<file path="config.mk">
export PLATFORM = sky130hd
export DESIGN_NAME = pcie_cfg_top
export DESIGN_NICKNAME = d
export VERILOG_FILES = /design/src/logic/cfg_pkg.sv /design/src/logic/cfg_cmd_engine.sv /design/src/logic/cfg_regfile.sv /design/src/logic/cfg_mgmt_seq.sv /design/src/logic/pcie_cfg_top.sv
export SDC_FILE = /design/constraint.sdc
export NUM_CORES = 1
export LEC_CHECK = 0
export ABC_AREA = 1
export BUFFER_PORTS_ARGS = -buffer_cell sky130_fd_sc_hd__buf_2
export CAP_MARGIN = 20
export CORE_ASPECT_RATIO = 0.5
export CORE_MARGIN = 2
export CORE_UTILIZATION = 60
export DETAILED_ROUTE_END_ITERATION = 7
export PLACE_DENSITY_LB_ADDON = 0.08
export SLEW_MARGIN = 20
export SYNTH_ARGS = -nofsm -noshare
export SYNTH_HDL_FRONTEND = slang
export SYNTH_HIERARCHICAL = 1
export SYNTH_SLANG_ARGS = --single-unit
export TNS_END_PERCENT = 10
</file>
<file path="constraint.sdc">
create_clock -name clk_pcie -period 4.1 [get_ports clk_pcie]
set_clock_uncertainty 0.1 [all_clocks]
set_input_delay 1.025 -clock clk_pcie [delete_from_list [all_inputs] [get_ports clk_pcie]]
set_output_delay 1.025 -clock clk_pcie [all_outputs]
set_load 0.005 [all_outputs]
</file>
<file path="src/logic/cfg_pkg.sv">
// Layout is fixed at two 16-byte windows; value and mask travel byte-swapped on the wire

package cfg_pkg;

    // ----------------------------------------------------------------------
    // Register window layout
    // ----------------------------------------------------------------------

    localparam logic [15:0] STATUS_MAGIC       = 16'h2301;
    localparam logic [15:0] CONTROL_MAGIC      = 16'h6745;
    localparam int          WINDOW_BYTES       = 16;
    localparam int          WINDOW_BITS        = WINDOW_BYTES * 8;

    localparam int          CTL_BIT_RD_START   = 16;   // +002 bit 0
    localparam int          CTL_BIT_WR_START   = 17;
    localparam int          CTL_BIT_WAIT_DONE  = 18;   // Stall commands while access pending

    localparam int          POS_BYTECOUNT      = 32;   // +004 in both windows
    localparam int          CTL_POS_DI         = 64;   // +008
    localparam int          CTL_POS_DWADDR     = 96;   // +00C
    localparam int          CTL_POS_RDONLY     = 106;
    localparam int          CTL_POS_RW1C       = 107;
    localparam int          CTL_POS_BYTE_EN    = 108;

    localparam int          STS_POS_MGMT_EN    = 16;   // +002
    localparam int          STS_POS_RESULT     = 64;   // +008
    localparam int          STS_POS_DATA       = 96;   // +00C

    localparam logic [3:0]  MGMT_BYTE_EN_RESET = 4'hF;

    // ----------------------------------------------------------------------
    // Host command and reply words
    // ----------------------------------------------------------------------

    typedef struct packed {
        logic [15:0] value;         // High byte sent last
        logic [15:0] mask;          // Same byte order as value
        logic        window_rw;     // 1 selects control window
        logic [14:0] byte_offset;
        logic [1:0]  op_rsvd;
        logic        op_write;
        logic        op_read;
        logic [11:0] rsvd;
    } cmd_word_t;

    typedef struct packed {
        logic [15:0] addr;          // Echo of window_rw and byte_offset
        logic [15:0] data;          // Byte-swapped
    } reply_t;

    // ----------------------------------------------------------------------
    // Configuration-management port of the PCIe core
    // ----------------------------------------------------------------------

    typedef struct packed {
        logic        rd_en;
        logic        wr_en;
        logic [31:0] di;
        logic [9:0]  dwaddr;
        logic        wr_readonly;
        logic        wr_rw1c_as_rw;
        logic [3:0]  byte_en;
    } mgmt_req_t;

    typedef struct packed {
        logic        done;
        logic [31:0] do_data;
    } mgmt_rsp_t;

    typedef struct packed {
        logic        valid;
        logic [9:0]  addr;
        logic [3:0]  byte_en;
        logic [31:0] data;
    } mgmt_result_t;

    typedef struct packed {
        logic [31:0] di;
        logic [9:0]  dwaddr;
        logic        wr_readonly;
        logic        wr_rw1c_as_rw;
        logic [3:0]  byte_en;
    } mgmt_setup_t;

endpackage

</file>
<file path="src/logic/cfg_cmd_engine.sv">
// One command in flight; host must honor four-phase req/ack on both ports or words are lost

`timescale 1ns/1ns

module cfg_cmd_engine (
    input  logic               clk_pcie,
    input  logic               rst,
    input  logic               i_cmd_req,
    input  cfg_pkg::cmd_word_t i_cmd_word,
    output logic               o_cmd_ack,
    output logic               o_rsp_req,
    output cfg_pkg::reply_t    o_rsp_word,
    input  logic               i_rsp_ack,
    input  logic               i_hold,
    output logic               o_rd_window_rw,
    output logic [14:0]        o_rd_offset,
    input  logic [15:0]        i_rd_data,
    output logic               o_wr_strobe,
    output logic [14:0]        o_wr_offset,
    output logic [15:0]        o_wr_value,
    output logic [15:0]        o_wr_mask
);

    typedef enum logic [1:0] {
        ST_IDLE,
        ST_REPLY,       // Reply req high until the host acks
        ST_RELEASE,     // Reply req low until host ack falls
        ST_ACK          // Command ack high until host req falls
    } state_t;

    state_t state;
    logic   accept;
    logic   accept_rd;

    // ----------------------------------------------------------------------
    // Decode
    // ----------------------------------------------------------------------

    assign accept    = (state == ST_IDLE) && i_cmd_req && !o_cmd_ack && !i_hold;
    assign accept_rd = accept && i_cmd_word.op_read;

    assign o_rd_window_rw = i_cmd_word.window_rw;   // Register file reads are combinational
    assign o_rd_offset    = i_cmd_word.byte_offset;

    assign o_wr_offset = i_cmd_word.byte_offset;
    assign o_wr_value  = {i_cmd_word.value[7:0], i_cmd_word.value[15:8]};  // Back to bit order
    assign o_wr_mask   = {i_cmd_word.mask[7:0], i_cmd_word.mask[15:8]};

    // Status window is read-only, so such writes are accepted and dropped
    assign o_wr_strobe = accept && i_cmd_word.op_write && i_cmd_word.window_rw;

    // ----------------------------------------------------------------------
    // Handshake FSM
    // ----------------------------------------------------------------------

    always_ff @(posedge clk_pcie)
    begin
        if (rst)
        begin
            state     <= ST_IDLE;
            o_cmd_ack <= 1'b0;
            o_rsp_req <= 1'b0;
        end
        else
        begin
            case (state)
                ST_IDLE:
                begin
                    if (accept_rd)
                    begin
                        o_rsp_req <= 1'b1;          // Reply goes out before the ack
                        state     <= ST_REPLY;
                    end
                    else if (accept)
                    begin
                        o_cmd_ack <= 1'b1;
                        state     <= ST_ACK;
                    end
                end
                ST_REPLY:
                begin
                    if (i_rsp_ack)
                    begin
                        o_rsp_req <= 1'b0;
                        state     <= ST_RELEASE;
                    end
                end
                ST_RELEASE:
                begin
                    if (!i_rsp_ack)
                    begin
                        o_cmd_ack <= 1'b1;
                        state     <= ST_ACK;
                    end
                end
                ST_ACK:
                begin
                    if (!i_cmd_req)
                    begin
                        o_cmd_ack <= 1'b0;
                        state     <= ST_IDLE;
                    end
                end
                default:
                begin
                    state <= ST_IDLE;
                end
            endcase
        end
    end

    // Reply payload is held stable while o_rsp_req is high
    always_ff @(posedge clk_pcie)
    begin
        if (accept_rd)
        begin
            o_rsp_word.addr <= {i_cmd_word.window_rw, i_cmd_word.byte_offset};
            o_rsp_word.data <= {i_rd_data[7:0], i_rd_data[15:8]};
        end
    end

endmodule

</file>
<file path="src/logic/cfg_regfile.sv">
// Control window writes are 16-bit masked; bits past byte 16 are dropped and read back as zero

`timescale 1ns/1ns

module cfg_regfile (
    input  logic                  clk_pcie,
    input  logic                  rst,
    input  logic                  i_rd_window_rw,
    input  logic [14:0]           i_rd_offset,
    output logic [15:0]           o_rd_data,
    input  logic                  i_wr_strobe,
    input  logic [14:0]           i_wr_offset,
    input  logic [15:0]           i_wr_value,
    input  logic [15:0]           i_wr_mask,
    input  logic                  i_take_rd,
    input  logic                  i_take_wr,
    input  logic                  i_busy,
    input  logic [1:0]            i_mgmt_en,
    input  cfg_pkg::mgmt_result_t i_result,
    output cfg_pkg::mgmt_setup_t  o_setup,
    output logic                  o_rd_start,
    output logic                  o_wr_start,
    output logic                  o_hold
);

    logic [cfg_pkg::WINDOW_BITS-1:0]  ctl;
    logic [cfg_pkg::WINDOW_BITS-1:0]  sts;
    logic [cfg_pkg::WINDOW_BITS+15:0] rd_window;    // Zero pad above the top byte
    logic [6:0]                       rd_bit;
    logic [17:0]                      wr_bit;
    logic [cfg_pkg::WINDOW_BITS-1:0]  wr_mask_wide;
    logic [cfg_pkg::WINDOW_BITS-1:0]  wr_value_wide;

    // ----------------------------------------------------------------------
    // Status window
    // ----------------------------------------------------------------------

    assign sts[15:0]                          = cfg_pkg::STATUS_MAGIC;    // +000
    assign sts[cfg_pkg::STS_POS_MGMT_EN +: 2] = i_mgmt_en;                // +002 rd, wr
    assign sts[31:18]                         = '0;
    assign sts[cfg_pkg::POS_BYTECOUNT +: 32]  = 32'(cfg_pkg::WINDOW_BYTES); // +004
    assign sts[cfg_pkg::STS_POS_RESULT +: 10] = i_result.addr;            // +008
    assign sts[74]                            = 1'b0;
    assign sts[75]                            = i_result.valid;
    assign sts[79:76]                         = i_result.byte_en;
    assign sts[95:80]                         = '0;
    assign sts[cfg_pkg::STS_POS_DATA +: 32]   = i_result.data;            // +00C

    // ----------------------------------------------------------------------
    // Reads
    // ----------------------------------------------------------------------

    assign rd_window = {16'h0000, i_rd_window_rw ? ctl : sts};
    assign rd_bit    = {i_rd_offset[3:0], 3'b000};
    assign o_rd_data = (i_rd_offset < 15'(cfg_pkg::WINDOW_BYTES)) ?
                       rd_window[rd_bit +: 16] : 16'h0000;

    // ----------------------------------------------------------------------
    // Control window
    // ----------------------------------------------------------------------

    assign wr_bit        = {i_wr_offset, 3'b000};
    assign wr_mask_wide  = {{(cfg_pkg::WINDOW_BITS-16){1'b0}}, i_wr_mask} << wr_bit;
    assign wr_value_wide = {{(cfg_pkg::WINDOW_BITS-16){1'b0}}, i_wr_value} << wr_bit;

    always_ff @(posedge clk_pcie)
    begin
        if (rst)
        begin
            ctl                                  <= '0;
            ctl[15:0]                            <= cfg_pkg::CONTROL_MAGIC;
            ctl[cfg_pkg::POS_BYTECOUNT +: 32]    <= 32'(cfg_pkg::WINDOW_BYTES);
            ctl[cfg_pkg::CTL_POS_BYTE_EN +: 4]   <= cfg_pkg::MGMT_BYTE_EN_RESET;
        end
        else
        begin
            if (i_wr_strobe)
            begin
                ctl <= (ctl & ~wr_mask_wide) | (wr_value_wide & wr_mask_wide);
            end
            if (i_take_rd)
            begin
                ctl[cfg_pkg::CTL_BIT_RD_START] <= 1'b0;   // Sequencer has taken it
            end
            if (i_take_wr)
            begin
                ctl[cfg_pkg::CTL_BIT_WR_START] <= 1'b0;
            end
        end
    end

    assign o_setup.di            = ctl[cfg_pkg::CTL_POS_DI +: 32];
    assign o_setup.dwaddr        = ctl[cfg_pkg::CTL_POS_DWADDR +: 10];
    assign o_setup.wr_readonly   = ctl[cfg_pkg::CTL_POS_RDONLY];
    assign o_setup.wr_rw1c_as_rw = ctl[cfg_pkg::CTL_POS_RW1C];
    assign o_setup.byte_en       = ctl[cfg_pkg::CTL_POS_BYTE_EN +: 4];

    assign o_rd_start = ctl[cfg_pkg::CTL_BIT_RD_START];
    assign o_wr_start = ctl[cfg_pkg::CTL_BIT_WR_START];

    // Covers the gap between a start bit landing and the sequencer going busy
    assign o_hold = ctl[cfg_pkg::CTL_BIT_WAIT_DONE] & (o_rd_start | o_wr_start | i_busy);

endmodule

</file>
<file path="src/logic/cfg_mgmt_seq.sv">
// One access at a time; setup fields are sampled live, so change them only while idle

`timescale 1ns/1ns

module cfg_mgmt_seq (
    input  logic                  clk_pcie,
    input  logic                  rst,
    input  cfg_pkg::mgmt_setup_t  i_setup,
    input  logic                  i_rd_start,
    input  logic                  i_wr_start,
    output logic                  o_take_rd,
    output logic                  o_take_wr,
    output logic                  o_busy,
    output logic [1:0]            o_mgmt_en,
    output cfg_pkg::mgmt_result_t o_result,
    output cfg_pkg::mgmt_req_t    o_mgmt_req,
    input  cfg_pkg::mgmt_rsp_t    i_mgmt_rsp
);

    logic rd_pend;
    logic wr_pend;

    assign o_busy    = rd_pend | wr_pend;
    assign o_take_rd = ~o_busy & i_rd_start;                 // Read wins over write
    assign o_take_wr = ~o_busy & ~i_rd_start & i_wr_start;

    // ----------------------------------------------------------------------
    // Core request is dropped in the done cycle
    // ----------------------------------------------------------------------

    assign o_mgmt_req.rd_en         = rd_pend & ~i_mgmt_rsp.done;
    assign o_mgmt_req.wr_en         = wr_pend & ~i_mgmt_rsp.done;
    assign o_mgmt_req.di            = i_setup.di;
    assign o_mgmt_req.dwaddr        = i_setup.dwaddr;
    assign o_mgmt_req.wr_readonly   = i_setup.wr_readonly;
    assign o_mgmt_req.wr_rw1c_as_rw = i_setup.wr_rw1c_as_rw;
    assign o_mgmt_req.byte_en       = i_setup.byte_en;

    assign o_mgmt_en = {o_mgmt_req.wr_en, o_mgmt_req.rd_en};

    // ----------------------------------------------------------------------
    // Access sequencing and result capture
    // ----------------------------------------------------------------------

    always_ff @(posedge clk_pcie)
    begin
        if (rst)
        begin
            rd_pend  <= 1'b0;
            wr_pend  <= 1'b0;
            o_result <= '{valid: 1'b0, addr: '0,
                          byte_en: cfg_pkg::MGMT_BYTE_EN_RESET, data: '0};
        end
        else if (o_busy && i_mgmt_rsp.done)
        begin
            rd_pend          <= 1'b0;
            wr_pend          <= 1'b0;
            o_result.valid   <= 1'b1;
            o_result.addr    <= i_setup.dwaddr;
            o_result.byte_en <= i_setup.byte_en;
            o_result.data    <= i_mgmt_rsp.do_data;
        end
        else if (o_take_rd)
        begin
            rd_pend        <= 1'b1;
            o_result.valid <= 1'b0;
        end
        else if (o_take_wr)
        begin
            wr_pend        <= 1'b1;
            o_result.valid <= 1'b0;
        end
    end

endmodule

</file>
<file path="src/logic/pcie_cfg_top.sv">
// Single clk_pcie domain; the PCIe core must hold done for exactly one cycle per access

`timescale 1ns/1ns

module pcie_cfg_top (
    input  logic               clk_pcie,
    input  logic               rst,
    input  logic               i_cmd_req,
    input  cfg_pkg::cmd_word_t i_cmd_word,
    output logic               o_cmd_ack,
    output logic               o_rsp_req,
    output cfg_pkg::reply_t    o_rsp_word,
    input  logic               i_rsp_ack,
    output cfg_pkg::mgmt_req_t o_mgmt_req,
    input  cfg_pkg::mgmt_rsp_t i_mgmt_rsp
);

    logic                  hold;
    logic                  rd_window_rw;
    logic [14:0]           rd_offset;
    logic [15:0]           rd_data;
    logic                  wr_strobe;
    logic [14:0]           wr_offset;
    logic [15:0]           wr_value;
    logic [15:0]           wr_mask;
    logic                  take_rd;
    logic                  take_wr;
    logic                  busy;
    logic [1:0]            mgmt_en;
    logic                  rd_start;
    logic                  wr_start;
    cfg_pkg::mgmt_result_t result;
    cfg_pkg::mgmt_setup_t  setup;

    cfg_cmd_engine i_cfg_cmd_engine (
        .clk_pcie       (clk_pcie),
        .rst            (rst),
        .i_cmd_req      (i_cmd_req),
        .i_cmd_word     (i_cmd_word),
        .o_cmd_ack      (o_cmd_ack),
        .o_rsp_req      (o_rsp_req),
        .o_rsp_word     (o_rsp_word),
        .i_rsp_ack      (i_rsp_ack),
        .i_hold         (hold),
        .o_rd_window_rw (rd_window_rw),
        .o_rd_offset    (rd_offset),
        .i_rd_data      (rd_data),
        .o_wr_strobe    (wr_strobe),
        .o_wr_offset    (wr_offset),
        .o_wr_value     (wr_value),
        .o_wr_mask      (wr_mask)
    );

    cfg_regfile i_cfg_regfile (
        .clk_pcie       (clk_pcie),
        .rst            (rst),
        .i_rd_window_rw (rd_window_rw),
        .i_rd_offset    (rd_offset),
        .o_rd_data      (rd_data),
        .i_wr_strobe    (wr_strobe),
        .i_wr_offset    (wr_offset),
        .i_wr_value     (wr_value),
        .i_wr_mask      (wr_mask),
        .i_take_rd      (take_rd),
        .i_take_wr      (take_wr),
        .i_busy         (busy),
        .i_mgmt_en      (mgmt_en),
        .i_result       (result),
        .o_setup        (setup),
        .o_rd_start     (rd_start),
        .o_wr_start     (wr_start),
        .o_hold         (hold)
    );

    cfg_mgmt_seq i_cfg_mgmt_seq (
        .clk_pcie       (clk_pcie),
        .rst            (rst),
        .i_setup        (setup),
        .i_rd_start     (rd_start),
        .i_wr_start     (wr_start),
        .o_take_rd      (take_rd),
        .o_take_wr      (take_wr),
        .o_busy         (busy),
        .o_mgmt_en      (mgmt_en),
        .o_result       (result),
        .o_mgmt_req     (o_mgmt_req),
        .i_mgmt_rsp     (i_mgmt_rsp)
    );

endmodule

</file>
# --- Word-level counts from Yosys, hierarchy flattened ---
# Cells that the tools add are included.
totals:
  elab_cells: 83
  regBits: 213
classes:
  n_eq_ne: 10
  shifts: 3
  bitwise: 17
  magnitude_cmp: 1
  mux: 18
  n_reduce_logical: 20
ops:
  columns: ["cell", "n"]
  rows:
  - ["$and A128 B128 Y128", 2]
  - ["$shl A16 B18 Y128", 2]
  - ["$shiftx A144 B8 Y16", 1]
  - ["$mux W128", 1]
  - ["$not A128 Y128", 1]
  - ["$or A128 B128 Y128", 1]
  - ["$lt A15 B5 Y1 const B", 1]
  - ["$mux W2", 5]
  - ["$mux W1", 9]
  - ["$ne A2 B2 Y1 const B", 4]
  - ["$pmux W2 S4", 1]
  - ["$logic_and A1 B1 Y1", 7]
  - ["$and A1 B1 Y1", 6]
  - ["$reduce_bool A3 Y1", 2]
  - ["$reduce_or A2 Y1", 3]
  - ["$reduce_and A5 Y1", 1]
  - ["$eq A2 B2 Y1 const B", 2]
  - ["$ne A2 B1 Y1 const B", 2]
  - ["$not A1 Y1", 4]
  - ["$reduce_and A4 Y1", 1]
  - ["$ne A3 B1 Y1 const B", 1]
  - ["$or A1 B1 Y1", 3]
  - ["$pmux W1 S3", 1]
  - ["$reduce_and A3 Y1", 1]
  - ["other kinds (6)", 7]

# --- Logic depth before layout (Yosys ltp) ---
depth:
  ltp_word: 8
  depth_mapped: 17
  ltp_nobuf: 16

# --- Hierarchy ---
# Netlist, hierarchy kept.
by_module_without_submodules:
  columns: ["mod", "n_inst", "cells_each", "area_per_inst_um2", "seq_area_each_um2"]
  rows:
  - ["cfg_regfile", 1, 2028, 11200.7, 2562.5]
  - ["cfg_mgmt_seq", 1, 274, 2140.8, 980.9]
  - ["cfg_cmd_engine", 1, 147, 1780.5, 1041.0]

# --- Worst setup path after synthesis ---
# No wires, ideal clock.
synth_timing:
  kind: "input port to flip-flop"
  start: "input port i_cmd_word[16] (netlist bit)"
  end: "register i_cfg_cmd_engine/o_rsp_word[3] (netlist name)"
  required_ps: 3734
  path_slack_ps: 1502
  arrival_time_ps: 2232
  path_stages: 12
  setup_time_ps: 266
  n_path_buf: 4
  path_cell_list: "buf_4 buf_2 inv_2 nand2_2 inv_2 buf_2 buf_2 a21oi_1 o211ai_1 nand3_1 nand2_1 a21oi_1"
synth_via:
  elab_chain_len: 1
synth_lines:
  columns: ["element", "line", "source"]
  rows:
  - ["start: declaration", "pcie_cfg_top.sv:9", "input cfg_pkg::cmd_word_t i_cmd_word,"]
  - ["$shiftx A144 B8 Y16 or $lt A15 B5 Y1 (tied branches)", "cfg_regfile.sv:56, cfg_regfile.sv:55", null]
# Parallel ways exist; a longest one is shown, timed or not.
# A chain may end at the register's enable or synchronous reset.

==> flow_summary.json <==
{
  "synth_compound_gate_area_share_pct": 11.62,
  "dr.pass1.iters": 6,
  "synth_cells": 2449,
  "rsz0062_at_grt": "false",
  "worstSkewPairLatency_ps": 540,
  "clk_pin_slew_worst_paths_ps": 70,
  "worstMarginPinSlew_ps": 1054,
  "antenna_found_initial": 0,
  "final_layout_size_suffix_gt1_share_pct": 13.57,
  "critPathKind": "flip-flop to flip-flop",
  "endpoint_kind": "flip-flop",
  "yosys_warnings": 6,
  "drcViolationCount": 0,
  "cts_resized": 0,
  "syn_to_final_growth_pct": 2.937,
  "crit_fanout": 11,
  "place_congestion": 0.9771,
  "synth_largest_area_cell": "dfxtp_1",
  "avgRoutedWirePerCell_um": 19.43,
  "drv_slew": 0,
  "fin_cells": 2725,
  "hp-class": "flip-flop to flip-flop",
  "place_hpwl_um": 36450,
  "initial_core_util_pct": 60.53,
  "syn-num-nets": 2555,
  "grt-ovfl-total": 0,
  "synth.most_common_cell": "nand2_1",
  "antenna_left": 0,
  "setup_viol": 0,
  "core.rowCount": 41,
  "synth_top_area_share_pct": 23.96,
  "ys_seq_area_share_pct": 30.32,
  "grt_pass1_wl_um": 79110,
  "tns_ps": 0,
  "drt_wl_total_um": 52940,
  "hold_viol": 0,
  "netlist_top_cells_count": "nand2_1 (673), nor2_1 (379), inv_1 (196)",
  "num_vias": 15620,
  "drt_iter0_markers": 2080,
  "fmax_mhz": 314.5,
  "min_period_ps": 3180,
  "syn_area_mm2": 0.01512,
  "async_flop_share_pct": 0,
  "ys_top_cells_by_area": "dfxtp_1 (24%), nand2_1 (17%), nor2_1 (9.4%)",
  "synth_top_family_by_area": "simple AND/OR/NAND/NOR gates",
  "cts_buffers": 22,
  "ys_seq_elements": 213,
  "required_ps": 4420,
  "ios": 185,
  "cts_max_path_buffers": 3,
  "post_cts_buffers": 0,
  "grt_pass1_vias": 13450,
  "portBuffers": 170,
  "viasPerCell": 5.733,
  "cts_max_level": 1,
  "fin_nets": 2470,
  "crit_arrival_ps": 3500,
  "die_w_um": 228.5,
  "slew_headroom_pct": 29.45,
  "die_h_um": 116.3,
  "dieArea_mm2": 0.02657,
  "synth_edf_count": 32,
  "grt_max_degree": 131,
  "final.period_utilization_pct": 77.56,
  "core_area_mm2": 0.02498,
  "grt_usage_pct": 38.95,
  "status": "complete, no violations",
  "cts_tree": "done",
  "ys_types": 47,
  "p_per_area_mw_per_mm2": 325.8,
  "cap_violations": 0,
  "clock_sinks": 213,
  "yosys.area_share.simple_pct": 39.27,
  "p_leak_uw": 0.007545,
  "cp-start-kind": "flip-flop",
  "ys.flop_type": "dfxtp_1",
  "synthXorXnorAreaFrac_pct": 0,
  "synthMuxAreaShare_pct": 0.06619,
  "ir_drop_mv": 0.3597,
  "cts.root.buffer_cell": "clkbuf_16",
  "synth-adder-area-share_pct": 0.4137,
  "syn_area_per_cell_um2": 6.175,
  "cts_hold_buf": 0,
  "dp_cells": 2684
}
## cells in the final DEF (no fill, tap or decap), types with 23 or more instances in the layout
| cell type | count |
|---|---|
| buf_2 | 166 |
| nand2_1 | 673 |
| buf_4 | 43 |
| o21ai_0 | 120 |
| o211ai_1 | 23 |
| dfxtp_1 | 181 |
| a21oi_1 | 82 |
| edfxtp_1 | 32 |
| nor2_1 | 376 |
| inv_1 | 194 |
| nand4_1 | 84 |
| o21ai_1 | 37 |
| nand3_1 | 177 |
## path summary, 6_finish.rpt
check / from / endpoint / slack (ps) / depth (start not counted)
hold reg to reg: i_cfg_mgmt_seq/o_result[35] / i_cfg_mgmt_seq/o_result[35] / 360 / 2
hold / removal: i_cfg_mgmt_seq/o_result[35] / i_cfg_mgmt_seq/o_result[35] / 360 / 2
setup reg to reg: i_cfg_mgmt_seq/wr_pend / flip-flop / 920 / 13
setup / recovery: i_cfg_mgmt_seq/wr_pend / flip-flop / 920 / 13
## per-stage QoR
stage	cell area [um^2]	util [%]	total power, uW	worst slack (ps)	hold WS [ps]
6_report	15570	62.31	5072	919.9	362.3
5_1_grt	15560	62.30	5226	720.2	385.3
4_1_cts	15560	62.30	5062	1032	360.9
3_5_place_dp	14850	59.44	3026	861.2	346.5
3_3_place_gp	14850	59.44	3019	924.9	331.4
2_1_floorplan	15120	-	2808	1502	323.6
## cell families after synthesis
family,count (synthesis)
muxes,1
and+or+nand+nor,1387
adders and majority gates,5
DFF,213
buffers and inverters,530
AOI/OAI and AO/OA,313
## report_power, final
part | internal, uW | total, uW | switching [uW] | leakage, uW
Clock | 1130 | 2060 | 929 | 0.000345
Combinational | 245 | 801 | 557 | 0.00544
Sequential | 2180 | 2210 | 24.2 | 0.00176
Total | 3560 | 5070 | 1510 | 0.00755
## layer usage
metal  vias to the layer above  global-route usage [%]  routed length [um]
li1                       7544                       -                   -
met5                         -                   1.563                  55
met3                       100                   20.85               10040
met4                         2                   9.237                1262
met1                      6902                   54.46               22390
met2                      1074                   51.43               19190
## layout make-up
class                      instances  area, um^2
sequential                       213        4584
timing repair buffer             214        1254
clock buffer                      31       624.3
fill                            2427        9417
clock inverter                     9       88.84
multi-input combinational       1706        7790
tap                              344       430.4
antenna                            1       2.502
inverter                         207       792.0
## worst max-delay path, cell delays in order, from the launching register on
cell	delay, ps
dfxtp_1	340
nor2_4	190
inv_2	60
nor2_1	110
a21oi_1	200
nor2_1	230
nand2_2	100
nor2_1	260
nand2_1	210
nor2_4	350
inv_1	390
or2_1	350
nor2_1	120
nor2_1	60
Power figures use the tool's default switching activity.
